File: src/source/dsp_pkg.sv
package dsp_pkg;

    // Lane and tap counts
    localparam int channel_width    = 4;
    localparam int ffe_length       = 3;
    localparam int chan_length      = 3;
    localparam int num_slice_levels = 3;

    typedef logic signed [7:0]  code_t;
    typedef logic signed [7:0]  weight_t;
    typedef logic        [3:0]  shift_t;
    typedef logic signed [9:0]  est_t;
    typedef logic signed [2:0]  sym_t;
    typedef logic signed [9:0]  err_t;
    typedef logic        [19:0] ener_t;

    typedef logic [3:0]  cfg_addr_t;
    typedef logic [15:0] cfg_data_t;

    // Accumulator widths before the shift
    localparam int ffe_acc_width  = $bits(code_t) + $bits(weight_t) + $clog2(ffe_length);
    localparam int chan_acc_width = $bits(sym_t) + $bits(weight_t) + $clog2(chan_length);

    localparam est_t est_max = 10'sd511;
    localparam est_t est_min = -10'sd512;
    localparam err_t err_max = 10'sd511;
    localparam err_t err_min = -10'sd512;

    // PAM4 levels
    localparam sym_t sym_m3 = -3'sd3;
    localparam sym_t sym_m1 = -3'sd1;
    localparam sym_t sym_p1 = 3'sd1;
    localparam sym_t sym_p3 = 3'sd3;

    // Register map
    localparam cfg_addr_t addr_ffe_weight_base  = 4'd0;
    localparam cfg_addr_t addr_ffe_shift        = 4'd3;
    localparam cfg_addr_t addr_slice_level_base = 4'd4;
    localparam cfg_addr_t addr_chan_tap_base    = 4'd7;
    localparam cfg_addr_t addr_chan_shift       = 4'd10;
    localparam cfg_addr_t addr_ener_threshold   = 4'd11;

    // Reset values, index 0 first
    localparam weight_t ffe_weights_rst [ffe_length]        = '{8'sd1, 8'sd0, 8'sd0};
    localparam shift_t  ffe_shift_rst                       = 4'd0;
    localparam est_t    slice_levels_rst [num_slice_levels] = '{-10'sd2, 10'sd0, 10'sd2};
    localparam weight_t chan_taps_rst [chan_length]         = '{8'sd1, 8'sd0, 8'sd0};
    localparam shift_t  chan_shift_rst                      = 4'd0;
    localparam ener_t   ener_threshold_rst                  = '1;

    localparam int stage3_latency = 3;
    // Stage 2 outputs leave two cycles after the codes
    localparam int align_depth    = stage3_latency - 2;

endpackage
File: src/source/ffe_slicer.sv
`timescale 1ns/1ps

module ffe_slicer (
    input  logic              clk,
    input  logic              rst_n_i,
    input  dsp_pkg::code_t    codes_i        [dsp_pkg::channel_width-1:0],
    input  dsp_pkg::weight_t  ffe_weights_i  [dsp_pkg::ffe_length-1:0],
    input  dsp_pkg::shift_t   ffe_shift_i,
    input  dsp_pkg::est_t     slice_levels_i [dsp_pkg::num_slice_levels-1:0],
    output dsp_pkg::est_t     est_o          [dsp_pkg::channel_width-1:0],
    output dsp_pkg::sym_t     symbols_o      [dsp_pkg::channel_width-1:0],
    output dsp_pkg::code_t    codes_o        [dsp_pkg::channel_width-1:0]
);
    import dsp_pkg::*;

    // Last lanes of the previous cycle, oldest first
    code_t hist_q [ffe_length-2:0];
    // Serial window with history in front of the current lanes
    code_t window [channel_width+ffe_length-2:0];
    logic signed [ffe_acc_width-1:0] acc [channel_width-1:0];
    est_t est_d [channel_width-1:0];
    sym_t sym_d [channel_width-1:0];

    always_comb begin
        for (int h = 0; h < ffe_length - 1; h++) begin
            window[h] = hist_q[h];
        end
        for (int i = 0; i < channel_width; i++) begin
            window[i + ffe_length - 1] = codes_i[i];
        end
        for (int i = 0; i < channel_width; i++) begin
            acc[i] = '0;
            for (int j = 0; j < ffe_length; j++) begin
                acc[i] = acc[i] + ffe_weights_i[j] * window[i + ffe_length - 1 - j];
            end
            acc[i] = acc[i] >>> ffe_shift_i;
            if (acc[i] > est_max) begin
                est_d[i] = est_max;
            end else if (acc[i] < est_min) begin
                est_d[i] = est_min;
            end else begin
                est_d[i] = est_t'(acc[i]);
            end
            // PAM4 decision against low, mid and high levels
            if (est_d[i] < slice_levels_i[0]) begin
                sym_d[i] = sym_m3;
            end else if (est_d[i] < slice_levels_i[1]) begin
                sym_d[i] = sym_m1;
            end else if (est_d[i] < slice_levels_i[2]) begin
                sym_d[i] = sym_p1;
            end else begin
                sym_d[i] = sym_p3;
            end
        end
    end

    always_ff @(posedge clk or negedge rst_n_i) begin
        if (!rst_n_i) begin
            for (int h = 0; h < ffe_length - 1; h++) begin
                hist_q[h] <= '0;
            end
            for (int i = 0; i < channel_width; i++) begin
                est_o[i]     <= '0;
                symbols_o[i] <= '0;
                codes_o[i]   <= '0;
            end
        end else begin
            for (int h = 0; h < ffe_length - 1; h++) begin
                hist_q[h] <= codes_i[channel_width - ffe_length + 1 + h];
            end
            for (int i = 0; i < channel_width; i++) begin
                est_o[i]     <= est_d[i];
                symbols_o[i] <= sym_d[i];
                codes_o[i]   <= codes_i[i];
            end
        end
    end

endmodule

File: config.mk
export PLATFORM = sky130hd
export DESIGN_NAME = ffe_slicer
export DESIGN_NICKNAME = d
export VERILOG_FILES = /design/src/source/dsp_pkg.sv /design/src/source/ffe_slicer.sv
export SDC_FILE = /design/constraint.sdc
export NUM_CORES = 2
export LEC_CHECK = 0
export BUFFER_PORTS_ARGS = -buffer_cell sky130_fd_sc_hd__buf_4
export CAP_MARGIN = 20
export CORE_AREA = 2 2 266 268
export CTS_CLUSTER_SIZE = 30
export DETAILED_ROUTE_END_ITERATION = 10
export DIE_AREA = 0 0 268 270
export GPL_ROUTABILITY_DRIVEN = 0
export HOLD_SLACK_MARGIN = 0.1
export PLACE_DENSITY = 0.89
export SKIP_LAST_GASP = 1
export SYNTH_ARGS = -nofsm -noshare
export SYNTH_HDL_FRONTEND = slang
export SYNTH_SLANG_ARGS = --single-unit
File: constraint.sdc
create_clock -name clk -period 14.79 [get_ports clk]
set_input_delay 2.958 -clock clk [delete_from_list [all_inputs] [get_ports clk]]
set_output_delay 2.958 -clock clk [all_outputs]
set_load 0.01 [all_outputs]
==> flow_summary.yaml <==
clock_tree:
  clk_pin_slew_ps: 70
  cts_tree: "built"
  clockRootBuffer: "clkbuf_16"
  post-cts-setup-buffers: 0
  numClockSinks: 81
  cts_inserted_buffers: 9
  htree_levels: 3
  cts_buffer_depth: 2
  clock_latency_ps: 400
  hold_buffers: 0
  cts_resized: 0
synth:
  syn_avg_cell_area_um2: 9.33
  syn_nets: 5860
  syn_inst: 4432
  ys.flop_type: "dfrtp_1"
  yosys-top-cells-count: "971 x inv_1, 936 x fa_1, 442 x and2_1"
  yosysMostFrequentCell: "inv_1"
  synth_edf_count: 0
  synth_top_area_share_pct: 45.3
  ys_seq_elements: 81
  ys.warnings.count: 0
  synth.distinct_cells: 93
  async_flop_share_pct: 100
  yosysTopAreaCell: "fa_1"
  syn-cell-area_mm2: 0.0414
  synth_area_leaders: "fa_1 45%, ha_1 12%, inv_1 8.8%, and2_1 6.7%, dfrtp_1 4.9%"
  yosysSeqAreaShare_pct: 4.90
floorplan:
  rows: 97
  die_w_um: 268
  die_y_um: 270
  initial_core_util_pct: 59.5
  core_mm2: 0.0695
  pin_count: 176
  die_area_mm2: 0.0724
grt:
  grtUsageTotal_pct: 35.4
  grt_pass1_vias: 36800
  grt_start_max_net_pins: 78
  antenna_found_initial: 8
  grt_pass1_wl_mm: 196
  grt_overflow: 0
layout:
  area_growth_pct: 5.32
  multi_input_area_mm2: 0.0350
  layout.nets: 5873
  drive_above_1_share_pct: 6.00
  fillers: 5280
  layout.area.seq_mm2: 0.00203
route:
  drc: 0
  dr.first_iter.drc_count: 3601
  ant_nets: 0
  via_per_inst: 6.15
  wl_per_cell_um: 22.6
  wirelength_mm: 122
  dr.pass1.iters: 9
  num_vias: 33200
worst_setup_path:
  r2r_slack_ps: 3840
  ff2ff_path_depth: 34
  reg2reg_from: "hist_q[15]"
  cp_common_cell: "fa_1"
  reg2reg_to: "symbols_o[4]"
  crit_required_ps: 15060
  start_kind: "primary input"
  cp-end-kind: "register"
  cpMaxStageDelayCell: "xnor2_2"
  critPathMaxStageDelay_ps: 910
  worstSetupPathType: "in2reg"
  crit_arrival_ps: 13840
  critPathMaxFanout: 21
hold_path:
  worstHoldPathType: "reg2reg"
  min-delay-start: "hist_q[0]"
  hold_end: "est_o[0]"
  hold_path_depth: 10
timing:
  fin_crit_sh_pct: 91.8
  setup_tns_ps: 0
  skew_ps: 14.0
  relSlewSlack_pct: 22.6
  finalSetupViolCount: 0
  rsz0062_at_grt: "false"
  final_max_slew_viol_count: 0
  final.min_clock_period_ps: 13570
  worst_pin_slew_ps: 1160
  fmax_mhz: 73.7
  worst_slack_ps: 1220
  finalHoldViolations: 0
placed_design:
  dp_hpwl_mm: 94.0
  io_buffers: 175
  post-place-ws_ps: 1180
outcome:
  status: "completed"
run:
  cap_violations: 0
-- cell usage in the layout (no fill, tap or decap), drive strengths merged, types with 27 or more instances in the layout --
| cell | n |
|---|---|
| nor3 | 31 |
| nor2 | 188 |
| a211oi | 32 |
| inv | 973 |
| nand2 | 345 |
| nand4 | 36 |
| a21oi | 119 |
| nand3 | 27 |
| buf | 190 |
| fa | 936 |
| ha | 400 |
| and2 | 442 |
| mux2i | 47 |
| nand2b | 30 |
| o21ai | 110 |
| a21o | 30 |
| xnor2 | 65 |
| nor2b | 44 |
| dfrtp | 81 |
| mux2 | 28 |
-- through the flow --
| step | instance area [um^2] | util, % | hold slack [ps] | std cells |
|---|---|---|---|---|
| 4_1_cts | 43600 | 62.6 | 1880 | 5390 |
| 3_5_place_dp | 43300 | 62.2 | 1850 | 5374 |
| 5_1_grt | 43600 | 62.6 | 2010 | 5391 |
| 3_3_place_gp | 43300 | 62.2 | 1840 | 5374 |
| 2_1_floorplan | 41400 | - | 1480 | 4432 |
| 6_report | 43600 | 62.6 | 1900 | 5394 |
-- worst max path at each step --
stage,from,end,slack [ps],cells after the start
2_1_floorplan,ffe_weights_i[23],symbols_o[1],3000,36
3_3_place_gp,codes_i[15],symbols_o[10],1350,35
3_5_place_dp,codes_i[15],symbols_o[10],1180,35
4_1_cts,codes_i[15],symbols_o[10],1530,35
5_1_grt,codes_i[15],symbols_o[10],780,35
6_report,codes_i[15],symbols_o[10],1220,35
-- layout make-up --
type	instances	share of cell area, %
Multi-Input combinational cell	3191	80.3
Antenna cell	4	0.0230
Tap cell	940	2.70
Sequential cell	81	4.65
Inverter	972	8.37
Timing Repair Buffer	190	3.27
Clock buffer	11	0.557
Clock inverter	5	0.144
-- sequential cells by signal, indices dropped and copies added (netlist names) --
name       count
symbols_o      9
est_o         40
codes_o       16
hist_q        16
-- routing by layer --
layer	GRT usage [%]	vias up	wire length, um
met5	0	-	0
met4	24.8	0	10400
met3	9.14	821	15100
met2	56.5	2368	56800
met1	41.8	16300	39700
li1	-	13700	-
-- logic make-up (layout without fill, tap and decap cells) --
logic type                 count (synthesis)  after routing  share of synthesized area, %
adders and majority gates               1336           1336                          57.4
and+or+nand+nor                         1185           1185                          14.6
buffers and inverters                   1160           1178                          10.6
AOI/OAI and AO/OA                        502            502                          8.33
xor gates and xnor gates                  85             85                          1.87
muxes                                     82             82                          2.29
DFF                                       81             81                          4.90
other                                      1              5                       0.00907
-- worst max-delay path: cells and delay by family --
family          cells  cell delay [ps]
mux                 1              490
fa+ha+maj           9             4330
xor+xnor            1              910
compound gates     11             2840
simple gates        9             1280
buf+inv             4             1020
Power is left out: the tool's default activity adds up to more than one toggle a clock period on the data nets, which glitch-free logic cannot reach.
