File: src/source/dsp_pkg.sv
package dsp_pkg;

    // Lane and tap counts
    localparam int channel_width    = 4;
    localparam int ffe_length       = 3;
    localparam int chan_length      = 3;
    localparam int num_slice_levels = 3;

    typedef logic signed [7:0]  code_t;
    typedef logic signed [7:0]  weight_t;
    typedef logic        [3:0]  shift_t;
    typedef logic signed [9:0]  est_t;
    typedef logic signed [2:0]  sym_t;
    typedef logic signed [9:0]  err_t;
    typedef logic        [19:0] ener_t;

    typedef logic [3:0]  cfg_addr_t;
    typedef logic [15:0] cfg_data_t;

    // Accumulator widths before the shift
    localparam int ffe_acc_width  = $bits(code_t) + $bits(weight_t) + $clog2(ffe_length);
    localparam int chan_acc_width = $bits(sym_t) + $bits(weight_t) + $clog2(chan_length);

    localparam est_t est_max = 10'sd511;
    localparam est_t est_min = -10'sd512;
    localparam err_t err_max = 10'sd511;
    localparam err_t err_min = -10'sd512;

    // PAM4 levels
    localparam sym_t sym_m3 = -3'sd3;
    localparam sym_t sym_m1 = -3'sd1;
    localparam sym_t sym_p1 = 3'sd1;
    localparam sym_t sym_p3 = 3'sd3;

    // Register map
    localparam cfg_addr_t addr_ffe_weight_base  = 4'd0;
    localparam cfg_addr_t addr_ffe_shift        = 4'd3;
    localparam cfg_addr_t addr_slice_level_base = 4'd4;
    localparam cfg_addr_t addr_chan_tap_base    = 4'd7;
    localparam cfg_addr_t addr_chan_shift       = 4'd10;
    localparam cfg_addr_t addr_ener_threshold   = 4'd11;

    // Reset values, index 0 first
    localparam weight_t ffe_weights_rst [ffe_length]        = '{8'sd1, 8'sd0, 8'sd0};
    localparam shift_t  ffe_shift_rst                       = 4'd0;
    localparam est_t    slice_levels_rst [num_slice_levels] = '{-10'sd2, 10'sd0, 10'sd2};
    localparam weight_t chan_taps_rst [chan_length]         = '{8'sd1, 8'sd0, 8'sd0};
    localparam shift_t  chan_shift_rst                      = 4'd0;
    localparam ener_t   ener_threshold_rst                  = '1;

    localparam int stage3_latency = 3;
    // Stage 2 outputs leave two cycles after the codes
    localparam int align_depth    = stage3_latency - 2;

endpackage
File: src/source/residual_error_estimator.sv
`timescale 1ns/1ps

module residual_error_estimator (
    input  logic              clk,
    input  logic              rst_n_i,
    input  dsp_pkg::sym_t     symbols_i    [dsp_pkg::channel_width-1:0],
    input  dsp_pkg::code_t    codes_i      [dsp_pkg::channel_width-1:0],
    input  dsp_pkg::weight_t  chan_taps_i  [dsp_pkg::chan_length-1:0],
    input  dsp_pkg::shift_t   chan_shift_i,
    output dsp_pkg::sym_t     symbols_o    [dsp_pkg::channel_width-1:0],
    output dsp_pkg::err_t     res_err_o    [dsp_pkg::channel_width-1:0]
);
    import dsp_pkg::*;

    sym_t hist_q [chan_length-2:0];
    sym_t window [channel_width+chan_length-2:0];
    logic signed [chan_acc_width-1:0] recon [channel_width-1:0];
    // One bit wider than the reconstruction for the subtraction
    logic signed [chan_acc_width:0]   diff  [channel_width-1:0];
    err_t err_d [channel_width-1:0];

    always_comb begin
        for (int h = 0; h < chan_length - 1; h++) begin
            window[h] = hist_q[h];
        end
        for (int i = 0; i < channel_width; i++) begin
            window[i + chan_length - 1] = symbols_i[i];
        end
        for (int i = 0; i < channel_width; i++) begin
            recon[i] = '0;
            for (int j = 0; j < chan_length; j++) begin
                recon[i] = recon[i] + chan_taps_i[j] * window[i + chan_length - 1 - j];
            end
            recon[i] = recon[i] >>> chan_shift_i;
            diff[i]  = codes_i[i] - recon[i];
            if (diff[i] > err_max) begin
                err_d[i] = err_max;
            end else if (diff[i] < err_min) begin
                err_d[i] = err_min;
            end else begin
                err_d[i] = err_t'(diff[i]);
            end
        end
    end

    always_ff @(posedge clk or negedge rst_n_i) begin
        if (!rst_n_i) begin
            for (int h = 0; h < chan_length - 1; h++) begin
                hist_q[h] <= '0;
            end
            for (int i = 0; i < channel_width; i++) begin
                symbols_o[i] <= '0;
                res_err_o[i] <= '0;
            end
        end else begin
            for (int h = 0; h < chan_length - 1; h++) begin
                hist_q[h] <= symbols_i[channel_width - chan_length + 1 + h];
            end
            for (int i = 0; i < channel_width; i++) begin
                symbols_o[i] <= symbols_i[i];
                res_err_o[i] <= err_d[i];
            end
        end
    end

endmodule

File: config.mk
export PLATFORM = sky130hd
export DESIGN_NAME = residual_error_estimator
export DESIGN_NICKNAME = d
export VERILOG_FILES = /design/src/source/dsp_pkg.sv /design/src/source/residual_error_estimator.sv
export SDC_FILE = /design/constraint.sdc
export NUM_CORES = 1
export LEC_CHECK = 0
export BUFFER_PORTS_ARGS = -buffer_cell sky130_fd_sc_hd__buf_2
export CORE_MARGIN = 1
export CORE_UTILIZATION = 50
export DETAILED_ROUTE_END_ITERATION = 16
export PLACE_DENSITY = 0.71
export SLEW_MARGIN = 20
export SYNTH_ARGS = -nofsm -noshare
export SYNTH_HDL_FRONTEND = slang
export SYNTH_SLANG_ARGS = --single-unit
File: constraint.sdc
create_clock -name clk -period 7.7 [get_ports clk]
set_input_delay 0.385 -clock clk [delete_from_list [all_inputs] [get_ports clk]]
set_output_delay 0.385 -clock clk [all_outputs]
set_load 0.03 [all_outputs]
==> qor.txt <==
ROUTE
--------------------------------------------------------------------------------
DRC viols                                                                      0
Routed wire length                                                      50.47 mm
Average via count per standard cell                                        5.731
DR WL/cell                                                              19.04 um
Number of nets with antenna violations after routing                           0
1st-pass router iterations                                                     5
1st-iter DRT viols                                                           948
Via count                                                                 15.19k

PLACEMENT
--------------------------------------------------------------------------------
Minimum setup slack after placement                                   -0.2062 ns
Half-perimeter wire length of the detailed placement result             41.41 mm
IO buf count                                                                 125
Last weighted congestion value of the routability-driven placer           0.9977
Placed cell count                                                           2622

SYNTH
--------------------------------------------------------------------------------
Commonest cells in the netlist                                      252 x fa_1, 243 x inv_1, 176 x ha_1
Sequential fraction of the synthesis area                                0.07559
Library cell with the largest summed area after synthesis                   fa_1
Seq cells post-synth                                                          52
Post-synth EDFFs                                                               0
Asr flop ratio synth                                                       1.000
Top_reg_cell synth                                                       dfrtp_1
Post-synthesis cell type count                                               102
Cell with the most instances after synthesis                                fa_1
Warning count from the yosys run                                               0
Synth Cell Area                                                     0.01722 mm^2
Cells after Synth                                                           1972
Leading cell types by total area after synthesis                    fa_1 29%, ha_1 13%, dfrtp_1 7.6%, inv_1 5.3%, and2_1 3.9%
Fraction of post-synthesis cell area in the top cell type by area         0.2930
Syn nets                                                                    2474
Average instance area after synthesis                                 8.730 um^2

CRITICAL PATH
--------------------------------------------------------------------------------
Critical path's slowest cell                                                fa_1
Sort of element at the start of the critical path                       register
Most common cell type on the critical path                                  fa_1
Top delay family on crit path                                        adder cells
Setup Crit Path Kind                                                register to register
Worst EP required                                                        7.95 ns
Worst setup EP type                                                     register
Number of buffers and inverters on the critical path                           2
Worst-path fanout max                                                          8
R2R Setup Slk                                                            0.21 ns
Crit path largest cell delay                                             0.57 ns
Arrival time worst endpoint                                              7.74 ns

TIMING
--------------------------------------------------------------------------------
Max frequency                                                         0.1335 GHz
Min cycle time layout                                                   7.491 ns
Final period util                                                         0.9728
Post-Route Setup TNS                                                        0 ns
Setup ws final                                                         0.2091 ns
Setup repair after global routing missed its margin                          yes
Measured slew at the worst slew-check pin                              0.8297 ns
Final number of max-transition violations                                      0
Final Skew                                                            0.02349 ns
Final-report hold violation count                                              0
Worst hold margin                                                      0.1916 ns
Final count of negative-setup-slack endpoints                                  0
Normalized max-slew margin                                                0.4469

CLOCKING
--------------------------------------------------------------------------------
Clock latency on the worst-skew pair                                     0.33 ns
CTS sink count                                                                52
CTS Hold Buffers Added                                                         0
CTS max path bufs                                                              2
Library cell used as clock root buffer                                 clkbuf_16
CTS Buf Count                                                                  5
H-tree levels                                                                  2
TritonCTS clock tree                                                         yes
CTS clock-pin slew for the worst setup and hold paths                    0.09 ns

DIE
--------------------------------------------------------------------------------
Placeable core area                                                 0.03370 mm^2
Core Rows                                                                     67
Starting density of the core                                              0.5108
Floorplan die area                                                  0.03518 mm^2
Die H                                                                   187.6 um
Die width                                                               187.6 um
Top Ports                                                                    126

GLOBAL ROUTE
--------------------------------------------------------------------------------
Remaining global-route overflow                                                0
First-pass GRT wire length                                              81.59 mm
Via count of the first global-routing pass                                15.81k
Total routing resource utilization after global routing                   0.2926
Number of antenna violations at the first check in global routing              3
Maximum number of pins on one net before global-route repair                  53

LAYOUT
--------------------------------------------------------------------------------
Final std cells w/o fill                                                    2651
Combined area of the multi-input logic cells                        0.01514 mm^2
Area delta synth->final                                                   17.31%
Filler Cells Inserted                                                       3006
Proportion of layout cells with a drive suffix above 1                    0.2098
FF/Latch Area                                                       0.001308 mm^2
NumNets Final                                                               2703

STATUS
--------------------------------------------------------------------------------
Run status                                                          finished, final reports clean

FLOW RUN
--------------------------------------------------------------------------------
Number of max-cap violations                                                   0

WORST HOLD PATH
--------------------------------------------------------------------------------
Worst Hold Class                                                    input pin to asynchronous set/reset pin

flip-flops by register name (all words and copies together), names as in the netlist:
register,flops
res_err_o,40
symbols_o,6
hist_q,6
logic make-up after synthesis:
logic type | share of synthesized area
AO/OA/AOI/OAI | 0.1643
XOR/XNOR | 0.05320
adder cells (fa/ha/maj) | 0.4210
buffers and inverters | 0.07602
flip-flops | 0.07559
multiplexers | 0.04106
AND/OR/NAND/NOR | 0.1688
per-stage QoR:
stage / instance area, um^2 / util
2_1_floorplan: 17220 / -
3_3_place_gp: 19360 / 0.5744
3_5_place_dp: 19360 / 0.5744
4_1_cts: 19530 / 0.5796
5_1_grt: 20190 / 0.5992
6_report: 20190 / 0.5992
repair_timing:
item | in CTS | in global routing
setup endpoints to repair | 10 | 37
endpoints found under the hold margin | 0 | 0
gates cloned | 1 | 2
pin swaps | 0 | 46
gates resized for setup | 6 | 109
setup buffers | 0 | 17
final timing paths:
| kind | startpoint | to | depth (start not counted) |
|---|---|---|---|
| worst min register to register | hist_q[3] | res_err_o[10] | 10 |
| worst max register to register | hist_q[2] | res_err_o[6] | 26 |
| max in group asynchronous | rst_n_i | hist_q[3] | 2 |
| worst max-delay path | hist_q[2] | res_err_o[6] | 26 |
| min in group clk | symbols_i[4] | symbols_o[4] | 1 |
| worst min-delay path | rst_n_i | res_err_o[10] | 2 |
metal layers:
layer	routed length, um	vias to the layer above	track usage
li1	-	7090	-
met2	24440	579	0.4989
met3	3390	108	0.04791
met5	8	-	0
met1	20980	7415	0.3743
met4	1657	2	0.1044
layout make-up:
type | instances | area share
antenna | 1 | 0.0001239
clock inverter | 2 | 0.0008055
timing repair buffer | 311 | 0.1033
inverter | 252 | 0.04721
multi-input combinational | 1579 | 0.7497
sequential | 52 | 0.06475
tap | 448 | 0.02776
clock buffer | 6 | 0.006382
cell usage in the layout (no fill, tap or decap), drive strengths merged, types with 8 or more instances in the layout:
master	instances
clkbuf	10
o31ai	8
nor3	26
o21bai	10
dfrtp	52
a41o	8
mux2	11
nand3	22
mux4	13
a31oi	23
a31o	8
o21ai	103
a211oi	17
fa	252
o21a	19
and2	107
o211ai	12
buf	307
ha	176
or3	9
a21oi	80
inv	247
nand2b	63
nand2	170
nor2	136
xor2	41
a21o	32
nor2b	18
xnor2	58
mux2i	29
nand4	13
Power is left out: the tool's default activity adds up to more than one toggle a clock period on the data nets, which glitch-free logic cannot reach.
