**config.mk**
```make
export PLATFORM = sky130hd
export DESIGN_NAME = error_energy_detector
export DESIGN_NICKNAME = d
export VERILOG_FILES = /design/src/source/dsp_pkg.sv /design/src/source/error_energy_detector.sv
export SDC_FILE = /design/constraint.sdc
export NUM_CORES = 1
export LEC_CHECK = 0
export ABC_AREA = 1
export ABC_CLOCK_PERIOD_IN_PS = 6300
export CAP_MARGIN = 20
export CORE_AREA = 2 2 200 202
export CTS_BUF_LIST = sky130_fd_sc_hd__clkbuf_8
export DETAILED_ROUTE_END_ITERATION = 16
export DIE_AREA = 0 0 202 204
export DONT_BUFFER_PORTS = 1
export GPL_ROUTABILITY_DRIVEN = 0
export PLACE_DENSITY = 0.88
export SETUP_SLACK_MARGIN = 0.4
export SYNTH_ARGS = -nofsm -noshare
export SYNTH_HDL_FRONTEND = slang
export SYNTH_SLANG_ARGS = --single-unit
```
**constraint.sdc**
```tcl
create_clock -name clk -period 6.3 [get_ports clk]
set_input_delay 0.63 -clock clk [delete_from_list [all_inputs] [get_ports clk]]
set_output_delay 0.63 -clock clk [all_outputs]
set_load 0.01 [all_outputs]
```
**src/source/dsp_pkg.sv**
```systemverilog
package dsp_pkg;

    // Lane and tap counts
    localparam int channel_width    = 4;
    localparam int ffe_length       = 3;
    localparam int chan_length      = 3;
    localparam int num_slice_levels = 3;

    typedef logic signed [7:0]  code_t;
    typedef logic signed [7:0]  weight_t;
    typedef logic        [3:0]  shift_t;
    typedef logic signed [9:0]  est_t;
    typedef logic signed [2:0]  sym_t;
    typedef logic signed [9:0]  err_t;
    typedef logic        [19:0] ener_t;

    typedef logic [3:0]  cfg_addr_t;
    typedef logic [15:0] cfg_data_t;

    // Accumulator widths before the shift
    localparam int ffe_acc_width  = $bits(code_t) + $bits(weight_t) + $clog2(ffe_length);
    localparam int chan_acc_width = $bits(sym_t) + $bits(weight_t) + $clog2(chan_length);

    localparam est_t est_max = 10'sd511;
    localparam est_t est_min = -10'sd512;
    localparam err_t err_max = 10'sd511;
    localparam err_t err_min = -10'sd512;

    // PAM4 levels
    localparam sym_t sym_m3 = -3'sd3;
    localparam sym_t sym_m1 = -3'sd1;
    localparam sym_t sym_p1 = 3'sd1;
    localparam sym_t sym_p3 = 3'sd3;

    // Register map
    localparam cfg_addr_t addr_ffe_weight_base  = 4'd0;
    localparam cfg_addr_t addr_ffe_shift        = 4'd3;
    localparam cfg_addr_t addr_slice_level_base = 4'd4;
    localparam cfg_addr_t addr_chan_tap_base    = 4'd7;
    localparam cfg_addr_t addr_chan_shift       = 4'd10;
    localparam cfg_addr_t addr_ener_threshold   = 4'd11;

    // Reset values, index 0 first
    localparam weight_t ffe_weights_rst [ffe_length]        = '{8'sd1, 8'sd0, 8'sd0};
    localparam shift_t  ffe_shift_rst                       = 4'd0;
    localparam est_t    slice_levels_rst [num_slice_levels] = '{-10'sd2, 10'sd0, 10'sd2};
    localparam weight_t chan_taps_rst [chan_length]         = '{8'sd1, 8'sd0, 8'sd0};
    localparam shift_t  chan_shift_rst                      = 4'd0;
    localparam ener_t   ener_threshold_rst                  = '1;

    localparam int stage3_latency = 3;
    // Stage 2 outputs leave two cycles after the codes
    localparam int align_depth    = stage3_latency - 2;

endpackage
```
**src/source/error_energy_detector.sv**
```systemverilog
`timescale 1ns/1ps

module error_energy_detector (
    input  logic            clk,
    input  logic            rst_n_i,
    input  dsp_pkg::err_t   res_err_i        [dsp_pkg::channel_width-1:0],
    input  dsp_pkg::ener_t  ener_threshold_i,
    output dsp_pkg::ener_t  energy_o         [dsp_pkg::channel_width-1:0],
    output logic            flags_o          [dsp_pkg::channel_width-1:0]
);
    import dsp_pkg::*;

    // Lane 3 error of the previous cycle
    err_t hist_q;
    err_t window [channel_width:0];
    logic signed [2*$bits(err_t)-1:0] sq [channel_width:0];
    ener_t ener_d [channel_width-1:0];

    always_comb begin
        window[0] = hist_q;
        for (int i = 0; i < channel_width; i++) begin
            window[i + 1] = res_err_i[i];
        end
        for (int i = 0; i <= channel_width; i++) begin
            sq[i] = window[i] * window[i];
        end
        // Two squares of 2**18 at most, so the sum fits unsigned
        for (int i = 0; i < channel_width; i++) begin
            ener_d[i] = ener_t'(sq[i]) + ener_t'(sq[i + 1]);
        end
    end

    always_ff @(posedge clk or negedge rst_n_i) begin
        if (!rst_n_i) begin
            hist_q <= '0;
            for (int i = 0; i < channel_width; i++) begin
                energy_o[i] <= '0;
                flags_o[i]  <= 1'b0;
            end
        end else begin
            hist_q <= res_err_i[channel_width-1];
            for (int i = 0; i < channel_width; i++) begin
                energy_o[i] <= ener_d[i];
                flags_o[i]  <= ener_d[i] > ener_threshold_i;
            end
        end
    end

endmodule

```
==> results of run 1 <==
per-layer routing:
| layer | global-route usage, % | overflow |
|---|---|---|
| met5 | 52.26 | 6 |
| met4 | 75.50 | 87 |
| met3 | 73.87 | 17 |
| met2 | 91.04 | 142 |
| met1 | 76.92 | 18 |
metrics by stage:
stage	cell area, um2	hold slack, ns	cells	util [%]	setup WS [ns]
CTS	33350	0.1352	4324	85.12	-2.161
detailed placement	31440	0.3363	4259	80.24	-2.693
global placement	31440	0.3360	4259	80.24	-2.237
floorplan	27580	0.3344	3293	-	-2.007
synth_stat cells (3+ instances only):
library cell  number
a31o_2             5
clkbuf_1          48
nand2_1          644
nor3_1            12
fa_1             439
o21ai_1           11
nand4_1           17
a21oi_1          146
nor2_1           139
or2_2             15
o21ai_0           34
nand3_2            4
xnor2_1           53
inv_1            995
a21o_1             9
nand2_2           15
a211oi_1           6
nand3b_1          14
o31ai_1            4
dfrtp_1           94
o21bai_1           9
inv_2              8
xor2_1            65
nand3_1           90
ha_1             368
a31oi_1           10
o211ai_1           4
nor3_2             3
o21a_1             3
o21ai_2            4
timing repair:
action	in CTS
gates cloned	0
pin swaps	165
endpoints found under the hold margin	94
buffers inserted	48
endpoints found under the setup margin	44
hold buffers	1
resized for setup	303
cells by family after synthesis:
kind of cell | Yosys count | synth area share [%]
adders and majority gates | 807 | 51.09
xor gates and xnor gates | 118 | 3.943
and+or+nand+nor | 963 | 15.30
DFF | 94 | 8.973
AOI/OAI and AO/OA | 256 | 5.556
buffers and inverters | 1055 | 15.14
==> results.cfg, run 1 <==
[global_routing]
grt.overflow.total = 270
grt_usage_pct = 79.37
grt_pass1_wl_um = 241000
grt_max_degree = 95
grt_pass1_vias = 36120

[placement]
hpwlAfterDp_um = 73350
port_buffers = 0

[logic_synthesis]
syn_avg_cell_area_um2 = 7.960
synth_cells = 3293
ys.flop_type = dfrtp_1
synthesis.area_um2 = 26210
yosys_warnings = 0
synth_nets = 4162
yosys-top-cells-area = fa_1 34%, ha_1 18%, inv_1 14%
synth_cell_types = 47
synth.yosys.seq_area_share_pct = 8.973
synth.largest_area_cell = fa_1
synthArstFlopShare_pct = 100.0
synth_edf_count = 0
synth_top_area_share_pct = 33.53
ys_seq_elements = 94

[cts]
htreeDepth = 3
cts.path.max_buffers = 2
cts.sinks = 94
numCtsBuffers = 9
cts-root-buf = clkbuf_8

[floorplan]
io_pins = 146
die_width_um = 202
die_h_um = 204
start_util_pct = 66.90
std_cell_rows = 73

[outcome]
haltStage = global routing
error = [ERROR GRT-0116] Global routing finished with congestion. Check the congestion regions in the DRC Viewer.
status = did not finish
==> run 2: changes to the inputs <==
--- a/config.mk
+++ b/config.mk
@@ -8,14 +8,12 @@
 export ABC_AREA = 1
 export ABC_CLOCK_PERIOD_IN_PS = 6300
 export CAP_MARGIN = 20
-export CORE_AREA = 2 2 200 202
-export CTS_BUF_LIST = sky130_fd_sc_hd__clkbuf_8
+export CORE_AREA = 2 2 259 261
 export DETAILED_ROUTE_END_ITERATION = 16
-export DIE_AREA = 0 0 202 204
+export DIE_AREA = 0 0 261 263
 export DONT_BUFFER_PORTS = 1
 export GPL_ROUTABILITY_DRIVEN = 0
-export PLACE_DENSITY = 0.88
-export SETUP_SLACK_MARGIN = 0.4
+export PLACE_DENSITY_LB_ADDON = 0.15
 export SYNTH_ARGS = -nofsm -noshare
 export SYNTH_HDL_FRONTEND = slang
 export SYNTH_SLANG_ARGS = --single-unit
==> run 2 against run 1 <==
The flow now finishes, with violations (negative setup slack). Area after synthesis did not move. Synthesized cell count did not move.
==> results.cfg, run 2 <==
[outcome]
status = finished with violations
violations = negative setup slack

[cts]
clk_pin_slew_worst_paths_ns = 0.08
numCtsBuffers = 9
clkLatencyLatePin_ns = 0.37
cts-root-buf = clkbuf_16
htreeDepth = 3
cts_tree = done
cts.sinks = 94
cts.path.max_buffers = 2

[floorplan]
die_h_um = 263
std_cell_rows = 94
start_util_pct = 39.94
die_width_um = 261
dieArea_um2 = 68640
io_pins = 146
core_um2 = 65630

[drt]
ant_nets = 0
wire_per_inst_um = 15.78
via_count = 22020
drc = 0
vias_per_cell = 4.698
finalWirelength_um = 73990
drtPass1Iterations = 5
drt_iter0_drc = 964

[finish]
largest_register_ffs = 80
antennaDiodeCount = 0
final_cell_mix = 904 x inv_1, 558 x nand2_1, 526 x buf_4
regMostFlops = energy_o
post-route-util_pct = 52.40
reg.largest.list = energy_o (80), hist_q (10), flags_o (4)
fin_cells = 4688
final_common_cell = inv_1
syn_to_final_growth_pct = 31.20
drive_above_1_share_pct = 28.22
finalNetCount = 4688

[job]
drv_cap = 0

[global_routing]
grt_usage_pct = 22.12
grt_max_degree = 95
grt_pass1_wl_um = 121300
grt.overflow.total = 0
grt_pass1_vias = 23820
antenna_found_initial = 0

[critical_path]
path_max_fanout = 12
cp.buffers_inverters = 11
arrival_ns = 8.43
cp_common_cell = fa_1
worst_path_max_delay_cell = fa_1
critical_path.max_stage_delay_ns = 0.57
cp.required_ns = 6.55
critPathTopFamily = adder cells
crit_type = in -> reg
cp-start-kind = primary input
worstSetupEndpointType = flop

[logic_synthesis]
synth_cells = 3293
yosys_warnings = 0
synth_top_area_share_pct = 33.53
synth.yosys.seq_area_share_pct = 8.973
ys.flop_type = dfrtp_1
syn_avg_cell_area_um2 = 7.960
synth.largest_area_cell = fa_1
synth_cell_types = 47
synth_nets = 4162
synthArstFlopShare_pct = 100.0
synth_common_cells = 995 x inv_1, 644 x nand2_1, 439 x fa_1, 368 x ha_1, 146 x a21oi_1
yosys-top-cells-area = fa_1 34%, ha_1 18%, inv_1 14%
synth_edf_count = 0
synth_most_common_cell = inv_1
synthesis.area_um2 = 26210
ys_seq_elements = 94

[worst_hold_path]
hold_class = in -> async

[sta]
skew_ns = 0.007322
rsz0062_at_grt = yes
min_period_over_period_pct = 129.8
fmax_mhz = 122.3
fin_crit_ns = 8.180
max-slew-margin-rel_pct = 59.27
layout_setup_ws_ns = -1.880
setup_violations = 30
worstMarginPinSlew_ns = 0.6102
slew_violations = 0
hold_viol = 0

[placement]
hpwlAfterDp_um = 64700
port_buffers = 0
post-place-cells = 4633
-- run 2: cell counts after synthesis --
No cell type changed its count.
-- run 2: per-stage QoR --
stage	hold slack (ns)	TNS [ns]	setup slack (ns)	instance area, um2
after floorplan	0.3344	-22.18	-2.007	27580
after global placement	0.3366	-38.75	-2.446	32140
after detailed placement	0.3361	-40.47	-2.494	32140
after CTS	0.1881	-22.66	-1.882	33500
after global routing	0.2106	-31.79	-2.330	34390
final	0.1639	-22.95	-1.880	34390
-- run 2: kinds of logic after synthesis --
logic type,after synthesis,share of synthesized area (%)
buffers and inverters,1055,15.14
AND/OR/NAND/NOR,963,15.30
adder cells (fa/ha/maj),807,51.09
AO/OA/AOI/OAI,256,5.556
XOR/XNOR,118,3.943
flip-flops,94,8.973
-- run 2: repair_timing --
item / in CTS / in global routing
hold endpoints to repair: 94 / 0
hold buffers: 1 / 0
gates resized for setup: 190 / 166
buffers inserted: 28 / 20
pin swaps: 124 / 120
endpoints found under the setup margin: 30 / 32
-- run 2: worst reg2reg max path: cells and delay by family, from the launching register on --
family / cells / cell delay (ns)
XOR/XNOR: 1 / 0.21
flip-flops: 1 / 0.60
adder cells (fa/ha/maj): 7 / 3.09
buffers and inverters: 7 / 0.55
AND/OR/NAND/NOR: 11 / 1.08
AO/OA/AOI/OAI: 4 / 0.57
-- run 2: routing by layer --
metal	global-route usage, %	share of wire (%)	routed length [um]	up-vias
met3	2.513	4.1	3026	68
li1	-	-	-	10760
met2	38.32	49	36280	365
met4	4.699	2.4	1795	0
met1	29.64	44	32890	10830
met5	0	0	0	-
-- run 2: cell type report --
type | count | area, um2
clock inverter | 7 | 75.07
timing repair buffer | 565 | 4425
multi-input combinational | 2144 | 22420
sequential | 94 | 2352
clock buffer | 9 | 225.2
inverter | 1005 | 3817
tap | 864 | 1081
fill | 6202 | 31240
-- run 2: worst paths after layout --
path	start	to	slack (ns)	cells past startpoint
setup / recovery	res_err_i[29]	flags_o[3]$_DFF_PN0_	-1.88	40
hold / removal	rst_n_i	energy_o[67]$_DFF_PN0_	0.16	1
setup reg to reg	hist_q[6]$_DFF_PN0_	flags_o[0]$_DFF_PN0_	0.16	30
hold reg to reg	hist_q[0]$_DFF_PN0_	energy_o[1]$_DFF_PN0_	1.08	2
max in group asynchronous	rst_n_i	energy_o[29]$_DFF_PN0_	5.74	1
min in group clk	res_err_i[36]	hist_q[6]$_DFF_PN0_	0.28	0
Power of run 2 is left out: the tool's default activity adds up to more than one toggle a clock period on the data nets, which glitch-free logic cannot reach.
