File: src/source/dsp_pkg.sv
package dsp_pkg;

    // Lane and tap counts
    localparam int channel_width    = 4;
    localparam int ffe_length       = 3;
    localparam int chan_length      = 3;
    localparam int num_slice_levels = 3;

    typedef logic signed [7:0]  code_t;
    typedef logic signed [7:0]  weight_t;
    typedef logic        [3:0]  shift_t;
    typedef logic signed [9:0]  est_t;
    typedef logic signed [2:0]  sym_t;
    typedef logic signed [9:0]  err_t;
    typedef logic        [19:0] ener_t;

    typedef logic [3:0]  cfg_addr_t;
    typedef logic [15:0] cfg_data_t;

    // Accumulator widths before the shift
    localparam int ffe_acc_width  = $bits(code_t) + $bits(weight_t) + $clog2(ffe_length);
    localparam int chan_acc_width = $bits(sym_t) + $bits(weight_t) + $clog2(chan_length);

    localparam est_t est_max = 10'sd511;
    localparam est_t est_min = -10'sd512;
    localparam err_t err_max = 10'sd511;
    localparam err_t err_min = -10'sd512;

    // PAM4 levels
    localparam sym_t sym_m3 = -3'sd3;
    localparam sym_t sym_m1 = -3'sd1;
    localparam sym_t sym_p1 = 3'sd1;
    localparam sym_t sym_p3 = 3'sd3;

    // Register map
    localparam cfg_addr_t addr_ffe_weight_base  = 4'd0;
    localparam cfg_addr_t addr_ffe_shift        = 4'd3;
    localparam cfg_addr_t addr_slice_level_base = 4'd4;
    localparam cfg_addr_t addr_chan_tap_base    = 4'd7;
    localparam cfg_addr_t addr_chan_shift       = 4'd10;
    localparam cfg_addr_t addr_ener_threshold   = 4'd11;

    // Reset values, index 0 first
    localparam weight_t ffe_weights_rst [ffe_length]        = '{8'sd1, 8'sd0, 8'sd0};
    localparam shift_t  ffe_shift_rst                       = 4'd0;
    localparam est_t    slice_levels_rst [num_slice_levels] = '{-10'sd2, 10'sd0, 10'sd2};
    localparam weight_t chan_taps_rst [chan_length]         = '{8'sd1, 8'sd0, 8'sd0};
    localparam shift_t  chan_shift_rst                      = 4'd0;
    localparam ener_t   ener_threshold_rst                  = '1;

    localparam int stage3_latency = 3;
    // Stage 2 outputs leave two cycles after the codes
    localparam int align_depth    = stage3_latency - 2;

endpackage
File: src/source/dsp_cfg_regs.sv
`timescale 1ns/1ps

module dsp_cfg_regs (
    input  logic                 clk,
    input  logic                 rst_n_i,
    input  logic                 cfg_wr_i,
    input  dsp_pkg::cfg_addr_t   cfg_addr_i,
    input  dsp_pkg::cfg_data_t   cfg_wdata_i,
    output dsp_pkg::weight_t     ffe_weights_o    [dsp_pkg::ffe_length-1:0],
    output dsp_pkg::shift_t      ffe_shift_o,
    output dsp_pkg::est_t        slice_levels_o   [dsp_pkg::num_slice_levels-1:0],
    output dsp_pkg::weight_t     chan_taps_o      [dsp_pkg::chan_length-1:0],
    output dsp_pkg::shift_t      chan_shift_o,
    output dsp_pkg::ener_t       ener_threshold_o
);
    import dsp_pkg::*;

    always_ff @(posedge clk or negedge rst_n_i) begin
        if (!rst_n_i) begin
            for (int j = 0; j < ffe_length; j++) begin
                ffe_weights_o[j] <= ffe_weights_rst[j];
            end
            for (int j = 0; j < num_slice_levels; j++) begin
                slice_levels_o[j] <= slice_levels_rst[j];
            end
            for (int j = 0; j < chan_length; j++) begin
                chan_taps_o[j] <= chan_taps_rst[j];
            end
            ffe_shift_o      <= ffe_shift_rst;
            chan_shift_o     <= chan_shift_rst;
            ener_threshold_o <= ener_threshold_rst;
        end else if (cfg_wr_i) begin
            // Each register keeps only the low bits it needs
            for (int j = 0; j < ffe_length; j++) begin
                if (cfg_addr_i == cfg_addr_t'(addr_ffe_weight_base + j)) begin
                    ffe_weights_o[j] <= weight_t'(cfg_wdata_i[$bits(weight_t)-1:0]);
                end
            end
            for (int j = 0; j < num_slice_levels; j++) begin
                if (cfg_addr_i == cfg_addr_t'(addr_slice_level_base + j)) begin
                    slice_levels_o[j] <= est_t'(cfg_wdata_i[$bits(est_t)-1:0]);
                end
            end
            for (int j = 0; j < chan_length; j++) begin
                if (cfg_addr_i == cfg_addr_t'(addr_chan_tap_base + j)) begin
                    chan_taps_o[j] <= weight_t'(cfg_wdata_i[$bits(weight_t)-1:0]);
                end
            end
            if (cfg_addr_i == addr_ffe_shift) begin
                ffe_shift_o <= cfg_wdata_i[$bits(shift_t)-1:0];
            end
            if (cfg_addr_i == addr_chan_shift) begin
                chan_shift_o <= cfg_wdata_i[$bits(shift_t)-1:0];
            end
            if (cfg_addr_i == addr_ener_threshold) begin
                ener_threshold_o <= ener_t'(cfg_wdata_i);
            end
        end
    end

endmodule

File: config.mk
export PLATFORM = sky130hd
export DESIGN_NAME = dsp_cfg_regs
export DESIGN_NICKNAME = d
export VERILOG_FILES = /design/src/source/dsp_pkg.sv /design/src/source/dsp_cfg_regs.sv
export SDC_FILE = /design/constraint.sdc
export NUM_CORES = 1
export LEC_CHECK = 0
export BUFFER_PORTS_ARGS = -buffer_cell sky130_fd_sc_hd__buf_4
export CORE_AREA = 5 5 126 128
export CTS_CLUSTER_SIZE = 24
export DETAILED_ROUTE_END_ITERATION = 7
export DIE_AREA = 0 0 131 133
export PLACE_DENSITY = 0.57
export SLEW_MARGIN = 20
export SYNTH_ARGS = -nofsm -noshare
export SYNTH_HDL_FRONTEND = slang
export SYNTH_SLANG_ARGS = --single-unit
File: constraint.sdc
create_clock -name clk -period 1.8 [get_ports clk]
set_input_delay 0.27 -clock clk [delete_from_list [all_inputs] [get_ports clk]]
set_output_delay 0.27 -clock clk [all_outputs]
set_load 0.03 [all_outputs]
==> qor.txt, run 1 <==
Worst-path clk slew -> 0.07 ns
syn avg cell area -> 16.6 um^2
PwrDens -> 1460 nW/um^2
Setup violations, final -> 0
chip height -> 133 um
Crit path required time -> 1.53 ns
routability congestion estimate from global placement -> 0.700
Worst setup SP type -> flip-flop
I/O pin total -> 129
Slowest Stage Delay on Critical Path -> 0.57 ns
Post-CTS Setup Bufs -> 0
initial antenna violation count -> 0
setup_tns -> 0 ns
Detailed Route Iter0 Violations -> 44
synthesized area -> 4000 um^2
switching part of the total -> 33.9%
Layout area overhead -> 37.4%
Die Width -> 131 um
Num CTS Buffers -> 9
Worst path top cell family by delay -> flip-flops
Post-synth top flop -> dfrtp_1
#FFs+latches synth -> 103
Crit path arrival time -> 1.08 ns
Power Internal -> 5.31 mW
CP Max Fanout -> 5
final hold slack -> -0.00114 ns
area share of the largest cell type after synthesis -> 46.3%
Final Skew -> 0 ns
Vias -> 2417
DIE AREA -> 17400 um^2
minimum clock period -> 1.35 ns
Worst Tran Pin Value -> 0.538 ns
FMAX -> 743 MHz
Psw -> 2.73 mW
async set-reset flop share out of synthesis -> 100%
total power -> 8.04 mW
worst setup margin -> 0.454 ns
Yosys warning count -> 0
FILL cells -> 1408
logic gate share of total power -> 33.4%
Max VDD drop -> 0.634 mV
RSZ-0062 raised after global routing -> false
final hold vios -> 2
Post-synth EDFFs -> 0
Global Route Usage Sum -> 12.3%
H-Tree Depth -> 3
Seq pwr share -> 40.5%
NumNets Final -> 392
Crit Path Class -> reg2out
Synth Net Count -> 264
CP endpoint kind -> output pin
Seq/Total Area, Yosys -> 65.4%
first drt pass iteration count -> 4
number of global-route vias before repair -> 2695
layout cells sized above 1 -> 76.5%
P_leak -> 2.53 nW
hold_buf cts -> 0
largest net degree at the start of global routing -> 104
Clk pwr share -> 26.1%
CTS tree -> yes
DP HPWL -> 7270 um
Slew Limit Fails -> 0
clk_lat worst skew -> 0.34 ns
CP bufs+invs -> 1
first-pass GRT wire length -> 15900 um
max-cap viol count -> 0
status -> complete, but fails checks
slowest CP cell -> dfstp_2
top post-synthesis cells by area -> dfrtp_1 46%, mux2_2 28%, dfstp_2 19%, nand3b_4 1.0%, nor2_2 0.78%
clock root buffer -> clkbuf_16
core area -> 14800 um^2
Commonest cells post-synth -> 101 x mux2_2, 74 x dfrtp_1, 29 x dfstp_2
Buffers on Ports -> 128
Tightest Hold Check Type -> in2async
Distinct cells, synth -> 18
Max transition margin -> 64.2%
Final Cycle Share -> 74.8%
failing checks -> negative hold slack
# clock sinks -> 103
wirelength, routed -> 10300 um
top-count cell post-synth -> mux2_2
area leader, netlist -> dfrtp_1
Avg WL per Cell -> 18.4 um
Starting Density -> 27.1%
post-CTS sizing -> 0
Routed Antenna Nets -> 0
critical path, cell by cell -> buf_4
deepest clock path buffer count -> 2
pre-CTS worst setup slack -> 0.232 ns
Via density -> 4.30
Cell Rows -> 45
n_diodes -> 0
DRC -> 0
GRT Residual Overflow -> 0
Syn Inst Count -> 241
## kinds of logic after synthesis
family	share of synthesized area (%)
buffers and inverters	2.16
multiplexers	28.7
AND/OR/NAND/NOR	3.75
flip-flops	65.4
## placed cells by master, fill, tap and decap left out
| cell | Yosys | routed |
|---|---|---|
| and2b_1 | 1 | 1 |
| buf_12 | 0 | 2 |
| buf_4 | 4 | 131 |
| bufinv_16 | 0 | 2 |
| clkbuf_1 | 4 | 1 |
| clkbuf_16 | 0 | 9 |
| clkbuf_8 | 0 | 1 |
| clkinv_2 | 0 | 1 |
| clkinv_4 | 0 | 1 |
| clkinvlp_4 | 0 | 1 |
| dfrtp_1 | 74 | 74 |
| dfstp_2 | 29 | 29 |
| mux2_1 | 1 | 1 |
| mux2_2 | 101 | 101 |
| nand2_1 | 2 | 2 |
| nand2b_1 | 4 | 4 |
| nand3b_4 | 2 | 2 |
| nor2_1 | 2 | 2 |
| nor2_2 | 5 | 5 |
| nor2b_1 | 1 | 1 |
| nor3b_2 | 1 | 1 |
| or3_1 | 2 | 2 |
## path summary, 6_finish.rpt
| check | to | cells after the start | slack [ns] | from |
|---|---|---|---|---|
| worst min register to register | ffe_weights_o[12] | 1 | 0.50 | ffe_weights_o[12] |
| max in group asynchronous | ffe_weights_o[0] | 2 | 1.41 | rst_n_i |
| worst min-delay path | slice_levels_o[19] | 2 | -0.001 | rst_n_i |
| worst max-delay path | ener_threshold_o[19] | 1 | 0.45 | ener_threshold_o[18] |
| min in group clk | ener_threshold_o[13] | 2 | 0.16 | cfg_wdata_i[13] |
| worst max register to register | ffe_weights_o[17] | 1 | 1.01 | ffe_weights_o[17] |
## through the flow
| stage | util, % | std cells | cell area [um^2] | hold slack, ns |
|---|---|---|---|---|
| after detailed placement | 35.1 | 546 | 5170 | 0.390 |
| after CTS | 37.3 | 562 | 5500 | 0.0103 |
| after global routing | 37.3 | 562 | 5500 | 0.0369 |
| after floorplan | - | 241 | 4000 | -0.0256 |
| final | 37.3 | 562 | 5500 | -0.00114 |
| after global placement | 35.1 | 546 | 5170 | 0.371 |
## flip-flops by register name, indices dropped and copies added (netlist names)
signal / count
ener_threshold_o: 17
chan_shift_o: 4
slice_levels_o: 30
ffe_shift_o: 4
ffe_weights_o: 24
chan_taps_o: 24
## routing by layer
layer / global-route usage, % / up-vias / routed length (um)
met2: 19.2 / 74 / 4980
met3: 5.05 / 10 / 828
met1: 15.3 / 1237 / 4370
li1: - / 1096 / -
met4: 4.06 / 0 / 165
met5: 0 / - / 0
## power groups by stage
| stage | registers, mW | logic (mW) | clock network, mW |
|---|---|---|---|
| finish | 3.26 | 2.69 | 2.10 |
| global route | 3.33 | 2.84 | 2.26 |
| CTS | 3.27 | 2.74 | 2.18 |
| detailed placement | 3.31 | 2.73 | 0 |
| global placement | 3.28 | 2.71 | 0 |
| floorplan | 4.35 | 0.512 | 0 |
## layout make-up
class | instances | area, um^2 | area share (%)
flip-flops and latches | 103 | 2610 | 47.6
well taps | 188 | 235 | 4.28
multi-input cells | 122 | 1300 | 23.6
repair buffers | 133 | 1020 | 18.6
clock buffers | 11 | 243 | 4.42
clock inverters | 5 | 81.3 | 1.48
Power figures use the tool's default switching activity.
==> run 2: changes to the inputs <==
Settings changed: ABC_AREA set to 1, CORE_AREA 5 5 126 128 to 5 5 132 134, DIE_AREA 0 0 131 133 to 0 0 137 139.
Clock period 1.8 ns to 1.23 ns, I/O delays scaled along.
==> qor.txt, run 2 <==
status -> complete, but fails checks
failing checks -> negative setup slack
largest registers -> slice_levels_o: 30 flops, chan_taps_o: 24 flops, ffe_weights_o: 24 flops
routability congestion estimate from global placement -> 0.736
Layout area overhead -> 40.3%
Worst setup SP type -> flip-flop
Crit path required time -> 1.05 ns
commonest non-fill, non-tap cell in the layout -> nand2_1
# clock sinks -> 103
number of global-route vias before repair -> 3776
NumNets Final -> 668
Power Internal -> 7.42 mW
Num CTS Buffers -> 9
slowest CP cell -> dfstp_2
pre-CTS worst setup slack -> -0.0306 ns
top layer in use -> met4
Crit. Startpoint -> ener_threshold_o[18]
top post-synthesis cells by area -> dfrtp_1 42%, nand2_1 23%, dfstp_2 17%, o21bai_1 5.5%, inv_1 3.3%
CP Max Fanout -> 5
Max VDD drop -> 0.692 mV
async set-reset flop share out of synthesis -> 100%
DP HPWL -> 9580 um
Largest register FFs -> 30
Biggest register -> slice_levels_o
n_diodes -> 0
Clk pwr share -> 24.0%
syn avg cell area -> 8.63 um^2
Synth Net Count -> 531
Global Route Usage Sum -> 14.9%
initial antenna violation count -> 0
chip height -> 139 um
WL met3 -> 758 um
clk_lat worst skew -> 0.35 ns
WL met1 -> 5830 um
Avg WL per Cell -> 15.8 um
layout cells sized above 1 -> 32.3%
area share of the largest cell type after synthesis -> 42.2%
Final Skew -> 0 ns
Seq/Total Area, Yosys -> 59.6%
DRC -> 0
Crit Path Class -> reg2out
Max transition margin -> 73.8%
RSZ-0062 raised after global routing -> true
H-Tree Depth -> 3
Cell Rows -> 47
Post-synth EDFFs -> 0
Tightest Hold Check Type -> in2reg
Crit. path cell count -> 1
post-route cell area -> 6150 um^2
worst setup margin -> -0.0420 ns
Via density -> 4.26
FMAX -> 786 MHz
Worst path top cell family by delay -> flip-flops
clock root buffer -> clkbuf_16
CP bufs+invs -> 1
met2 WL -> 6910 um
top-count cell post-synth -> nand2_1
Psw -> 4.29 mW
P_leak -> 3.21 nW
Syn Inst Count -> 508
Die Width -> 137 um
wirelength, routed -> 13800 um
Distinct cells, synth -> 16
Routed Antenna Nets -> 0
Slowest Stage Delay on Critical Path -> 0.57 ns
max-cap viol count -> 0
largest net degree at the start of global routing -> 68
area leader, netlist -> dfrtp_1
Worst Tran Pin Value -> 0.393 ns
total power -> 11.7 mW
GRT Residual Overflow -> 0
reg2reg start -> slice_levels_o[4]
CP endpoint kind -> output pin
DIE AREA -> 19000 um^2
switching part of the total -> 36.7%
Yosys warning count -> 0
commonest cells after routing, fill and taps aside -> 265 x nand2_1, 116 x buf_4, 74 x dfrtp_1, 38 x inv_1, 32 x o21bai_1
first-pass GRT wire length -> 21500 um
FILL cells -> 1655
Critical R2R Capture -> slice_levels_o[4]
deepest clock path buffer count -> 2
Detailed Route Iter0 Violations -> 180
Slew Limit Fails -> 0
Worst-path clk slew -> 0.07 ns
sequential cell area -> 2610 um^2
Setup violations, final -> 4
final hold vios -> 0
Critical Path End -> ener_threshold_o[16]
critical path, cell by cell -> buf_4
Seq pwr share -> 40.6%
Post-synth top flop -> dfrtp_1
I/O pin total -> 129
first drt pass iteration count -> 4
Crit path arrival time -> 1.09 ns
logic gate share of total power -> 35.4%
#FFs+latches synth -> 103
synthesized area -> 4380 um^2
CTS tree -> yes
final hold slack -> 0.0347 ns
Buffers on Ports -> 128
Starting Density -> 27.1%
PwrDens -> 1900 nW/um^2
Area after DPL -> 5730 um^2
Vias -> 3706
core area -> 16200 um^2
Commonest cells post-synth -> 265 x nand2_1, 74 x dfrtp_1, 38 x inv_1
Final Cycle Share -> 103%
area occupied by multi-input gates -> 1500 um^2
minimum clock period -> 1.27 ns
final core utilization -> 38.0%
Worst R2R Setup Slack -> 0.40 ns
worst reg2reg path depth -> 3
==> run 2: changes by cell type after synthesis, moves of 3 or more <==
cell / previous run / this run
nand4_1: 0 / 16
mux2_2: 101 / 0
buf_2: 3 / 11
buf_1: 4 / 1
nand2_1: 2 / 265
inv_1: 0 / 38
nand3_2: 0 / 4
o21bai_1: 0 / 32
nand2b_1: 4 / 0
clkbuf_1: 4 / 10
nor2_1: 2 / 8
nand3_1: 0 / 6
==> run 2: repair_timing <==
item	4_1_cts	5_1_grt
setup buffers	0	2
gates resized for setup	28	0
hold buffers	1	0
endpoints found under the hold margin	74	0
gates cloned	0	0
endpoints found under the setup margin	32	30
==> run 2: metrics by stage <==
step / setup TNS (ns) / std cells
after floorplan: 0 / 508
after global placement: 0 / 851
after detailed placement: -0.0622 / 851
after CTS: -0.314 / 868
after global routing: -0.643 / 870
final: -0.163 / 870
==> run 2: worst min-delay path by stage <==
stage	slack (ns)	from	cells after the start	to
finish	0.03	cfg_wdata_i[15]	3	ener_threshold_o[15]
global placement	0.18	rst_n_i	2	ffe_weights_o[14]
global route	0.03	cfg_wdata_i[15]	3	ener_threshold_o[15]
CTS	0.01	cfg_wdata_i[10]	3	ener_threshold_o[10]
floorplan	-0.11	rst_n_i	0	chan_shift_o[0]
detailed placement	0.18	rst_n_i	2	ffe_weights_o[14]
==> run 2: final cells by class <==
type | instances | area share, %
Multi-Input combinational cell | 340 | 24.4
Clock inverter | 3 | 0.244
Tap cell | 220 | 4.47
Sequential cell | 103 | 42.5
Inverter | 40 | 2.44
Clock buffer | 13 | 4.56
Timing Repair Buffer | 151 | 21.4
==> run 2: cell families after synthesis <==
family | synth area share [%]
AND/OR/NAND/NOR | 28.8
AO/OA/AOI/OAI | 5.48
flip-flops | 59.6
buffers and inverters | 6.14
==> run 2: metal layers <==
layer  GRT usage, %  up-vias
met5              0        -
met4           5.30        0
met3           3.41       19
met2           24.5      109
met1           19.1     1754
li1               -     1824
==> run 2: power by group through the flow <==
| stage | Clock [mW] | Combinational (mW) | Sequential, mW |
|---|---|---|---|
| 6_report | 2.81 | 4.15 | 4.75 |
| 2_1_floorplan | 0 | 0.896 | 6.18 |
| 5_1_grt | 3.06 | 4.45 | 4.84 |
| 3_3_place_gp | 0 | 3.99 | 4.76 |
| 3_5_place_dp | 0 | 4.06 | 4.76 |
| 4_1_cts | 2.93 | 4.19 | 4.76 |
==> run 3: changes to the inputs <==
Settings changed: ABC_AREA 1 to 0, CORE_AREA 5 5 132 134 to 5 5 126 128, DIE_AREA 0 0 137 139 to 0 0 131 133, PLACE_DENSITY 0.57 to 0.58.
==> qor.txt, run 3 (same netlist as run 1, synthesis figures left out) <==
status -> complete, but fails checks
failing checks -> negative setup slack
Crit Path Class -> reg2out
Worst setup SP type -> flip-flop
Die Width -> 131 um
Critical R2R Capture -> slice_levels_o[6]
max-cap viol count -> 0
sequential cell area -> 2610 um^2
I/O pin total -> 129
CTS tree -> yes
Tightest Hold Check Type -> in2reg
FILL cells -> 1410
commonest cells after routing, fill and taps aside -> 111 x buf_4, 101 x mux2_2, 74 x dfrtp_1, 29 x dfstp_2, 28 x buf_6
Final Skew -> 0 ns
Routed Antenna Nets -> 0
Crit path arrival time -> 1.08 ns
area occupied by multi-input gates -> 1300 um^2
FMAX -> 791 MHz
Worst path top cell family by delay -> flip-flops
met3 GRT Util -> 5.21%
DIE AREA -> 17400 um^2
Crit. Startpoint -> ener_threshold_o[18]
initial antenna violation count -> 0
worst setup margin -> -0.0341 ns
DP HPWL -> 7440 um
Worst-path clk slew -> 0.07 ns
layout cells sized above 1 -> 77.3%
Final Cycle Share -> 103%
Worst R2R Setup Slack -> 0.40 ns
routing usage on met1 -> 16.7%
slowest CP cell -> dfstp_2
CP endpoint kind -> output pin
DRC -> 0
min-delay src -> cfg_wdata_i[14]
P_leak -> 2.65 nW
wirelength, routed -> 10600 um
Hold Crit Endpoint -> ener_threshold_o[14]
Largest register FFs -> 30
Crit path required time -> 1.05 ns
Worst Tran Pin Value -> 0.338 ns
Layout area overhead -> 44.0%
Setup violations, final -> 4
Biggest register -> slice_levels_o
Detailed Route Iter0 Violations -> 93
worst reg2reg path depth -> 2
commonest non-fill, non-tap cell in the layout -> buf_4
pre-CTS worst setup slack -> -0.190 ns
PwrDens -> 2060 nW/um^2
hold path cells -> 2
H-Tree Depth -> 3
reg2reg start -> slice_levels_o[6]
NumNets Final -> 406
CP Max Fanout -> 5
minimum clock period -> 1.26 ns
grt met2 use -> 18.8%
chip height -> 133 um
post-route cell area -> 5760 um^2
setup_tns -> -0.128 ns
Max transition margin -> 77.5%
n_diodes -> 0
largest registers -> slice_levels_o: 30 flops, chan_taps_o: 24 flops, ffe_weights_o: 24 flops
routability congestion estimate from global placement -> 0.718
first drt pass iteration count -> 4
Avg WL per Cell -> 18.5 um
number of global-route vias before repair -> 2691
deepest clock path buffer count -> 2
Max VDD drop -> 0.685 mV
Via density -> 4.36
RSZ-0062 raised after global routing -> true
Vias -> 2510
Area after DPL -> 5320 um^2
busiest grt layer -> met2
core area -> 14800 um^2
largest net degree at the start of global routing -> 58
clk_lat worst skew -> 0.35 ns
Slowest Stage Delay on Critical Path -> 0.56 ns
first-pass GRT wire length -> 16100 um
Buffers on Ports -> 128
CP bufs+invs -> 1
Num CTS Buffers -> 9
GRT Residual Overflow -> 0
Slew Limit Fails -> 0
critical path, cell by cell -> buf_4
# clock sinks -> 103
Cell Rows -> 45
final hold vios -> 0
Starting Density -> 27.1%
clock root buffer -> clkbuf_16
Global Route Usage Sum -> 12.6%
-- run 3: per-stage QoR --
step                hold WS [ns]  std cells  utilization, %  total power, mW
CTS                       0.0500        575            38.9             12.0
global placement        -0.00750        557            36.0             8.78
floorplan                 -0.111        241               -             7.11
global route              0.0581        576            39.0             12.4
finish                    0.0668        576            39.0             11.9
detailed placement      -0.00693        557            36.0             8.86
-- run 3: per-layer routing --
metal	wire length, um	part of all wire, %
met1	4690	44
met2	4890	46
met3	940	8.8
met4	114	1.1
met5	0	0
-- run 3: how the worst max path moves through the flow --
| stage | slack [ns] | cells past startpoint | to |
|---|---|---|---|
| 2_1_floorplan | 0.004 | 4 | ener_threshold_o[10] |
| 3_3_place_gp | -0.18 | 4 | ffe_shift_o[3] |
| 3_5_place_dp | -0.19 | 4 | ffe_shift_o[1] |
| 4_1_cts | -0.05 | 1 | ener_threshold_o[16] |
| 5_1_grt | -0.09 | 1 | ener_threshold_o[19] |
| 6_report | -0.03 | 1 | ener_threshold_o[19] |
-- run 3: area by class of cell --
type                    instances  area share, %
clock inverters                 3          0.369
repair buffers                147           22.6
well taps                     188           4.08
clock buffers                  13           5.06
flip-flops and latches        103           45.4
multi-input cells             122           22.6
-- run 3: power by group --
group	internal (mW)	switching (mW)	total, mW
clock network	1.67	1.25	2.92
logic	1.78	2.33	4.11
registers	4.33	0.490	4.82
total	7.78	4.07	11.9
-- run 3: what timing repair did --
| item | in CTS | in global routing |
|---|---|---|
| resized for setup | 26 | 2 |
| setup endpoints to repair | 30 | 30 |
| cloned | 0 | 0 |
| hold buffers | 1 | 0 |
| endpoints found under the hold margin | 74 | 0 |
| buffers inserted | 1 | 1 |
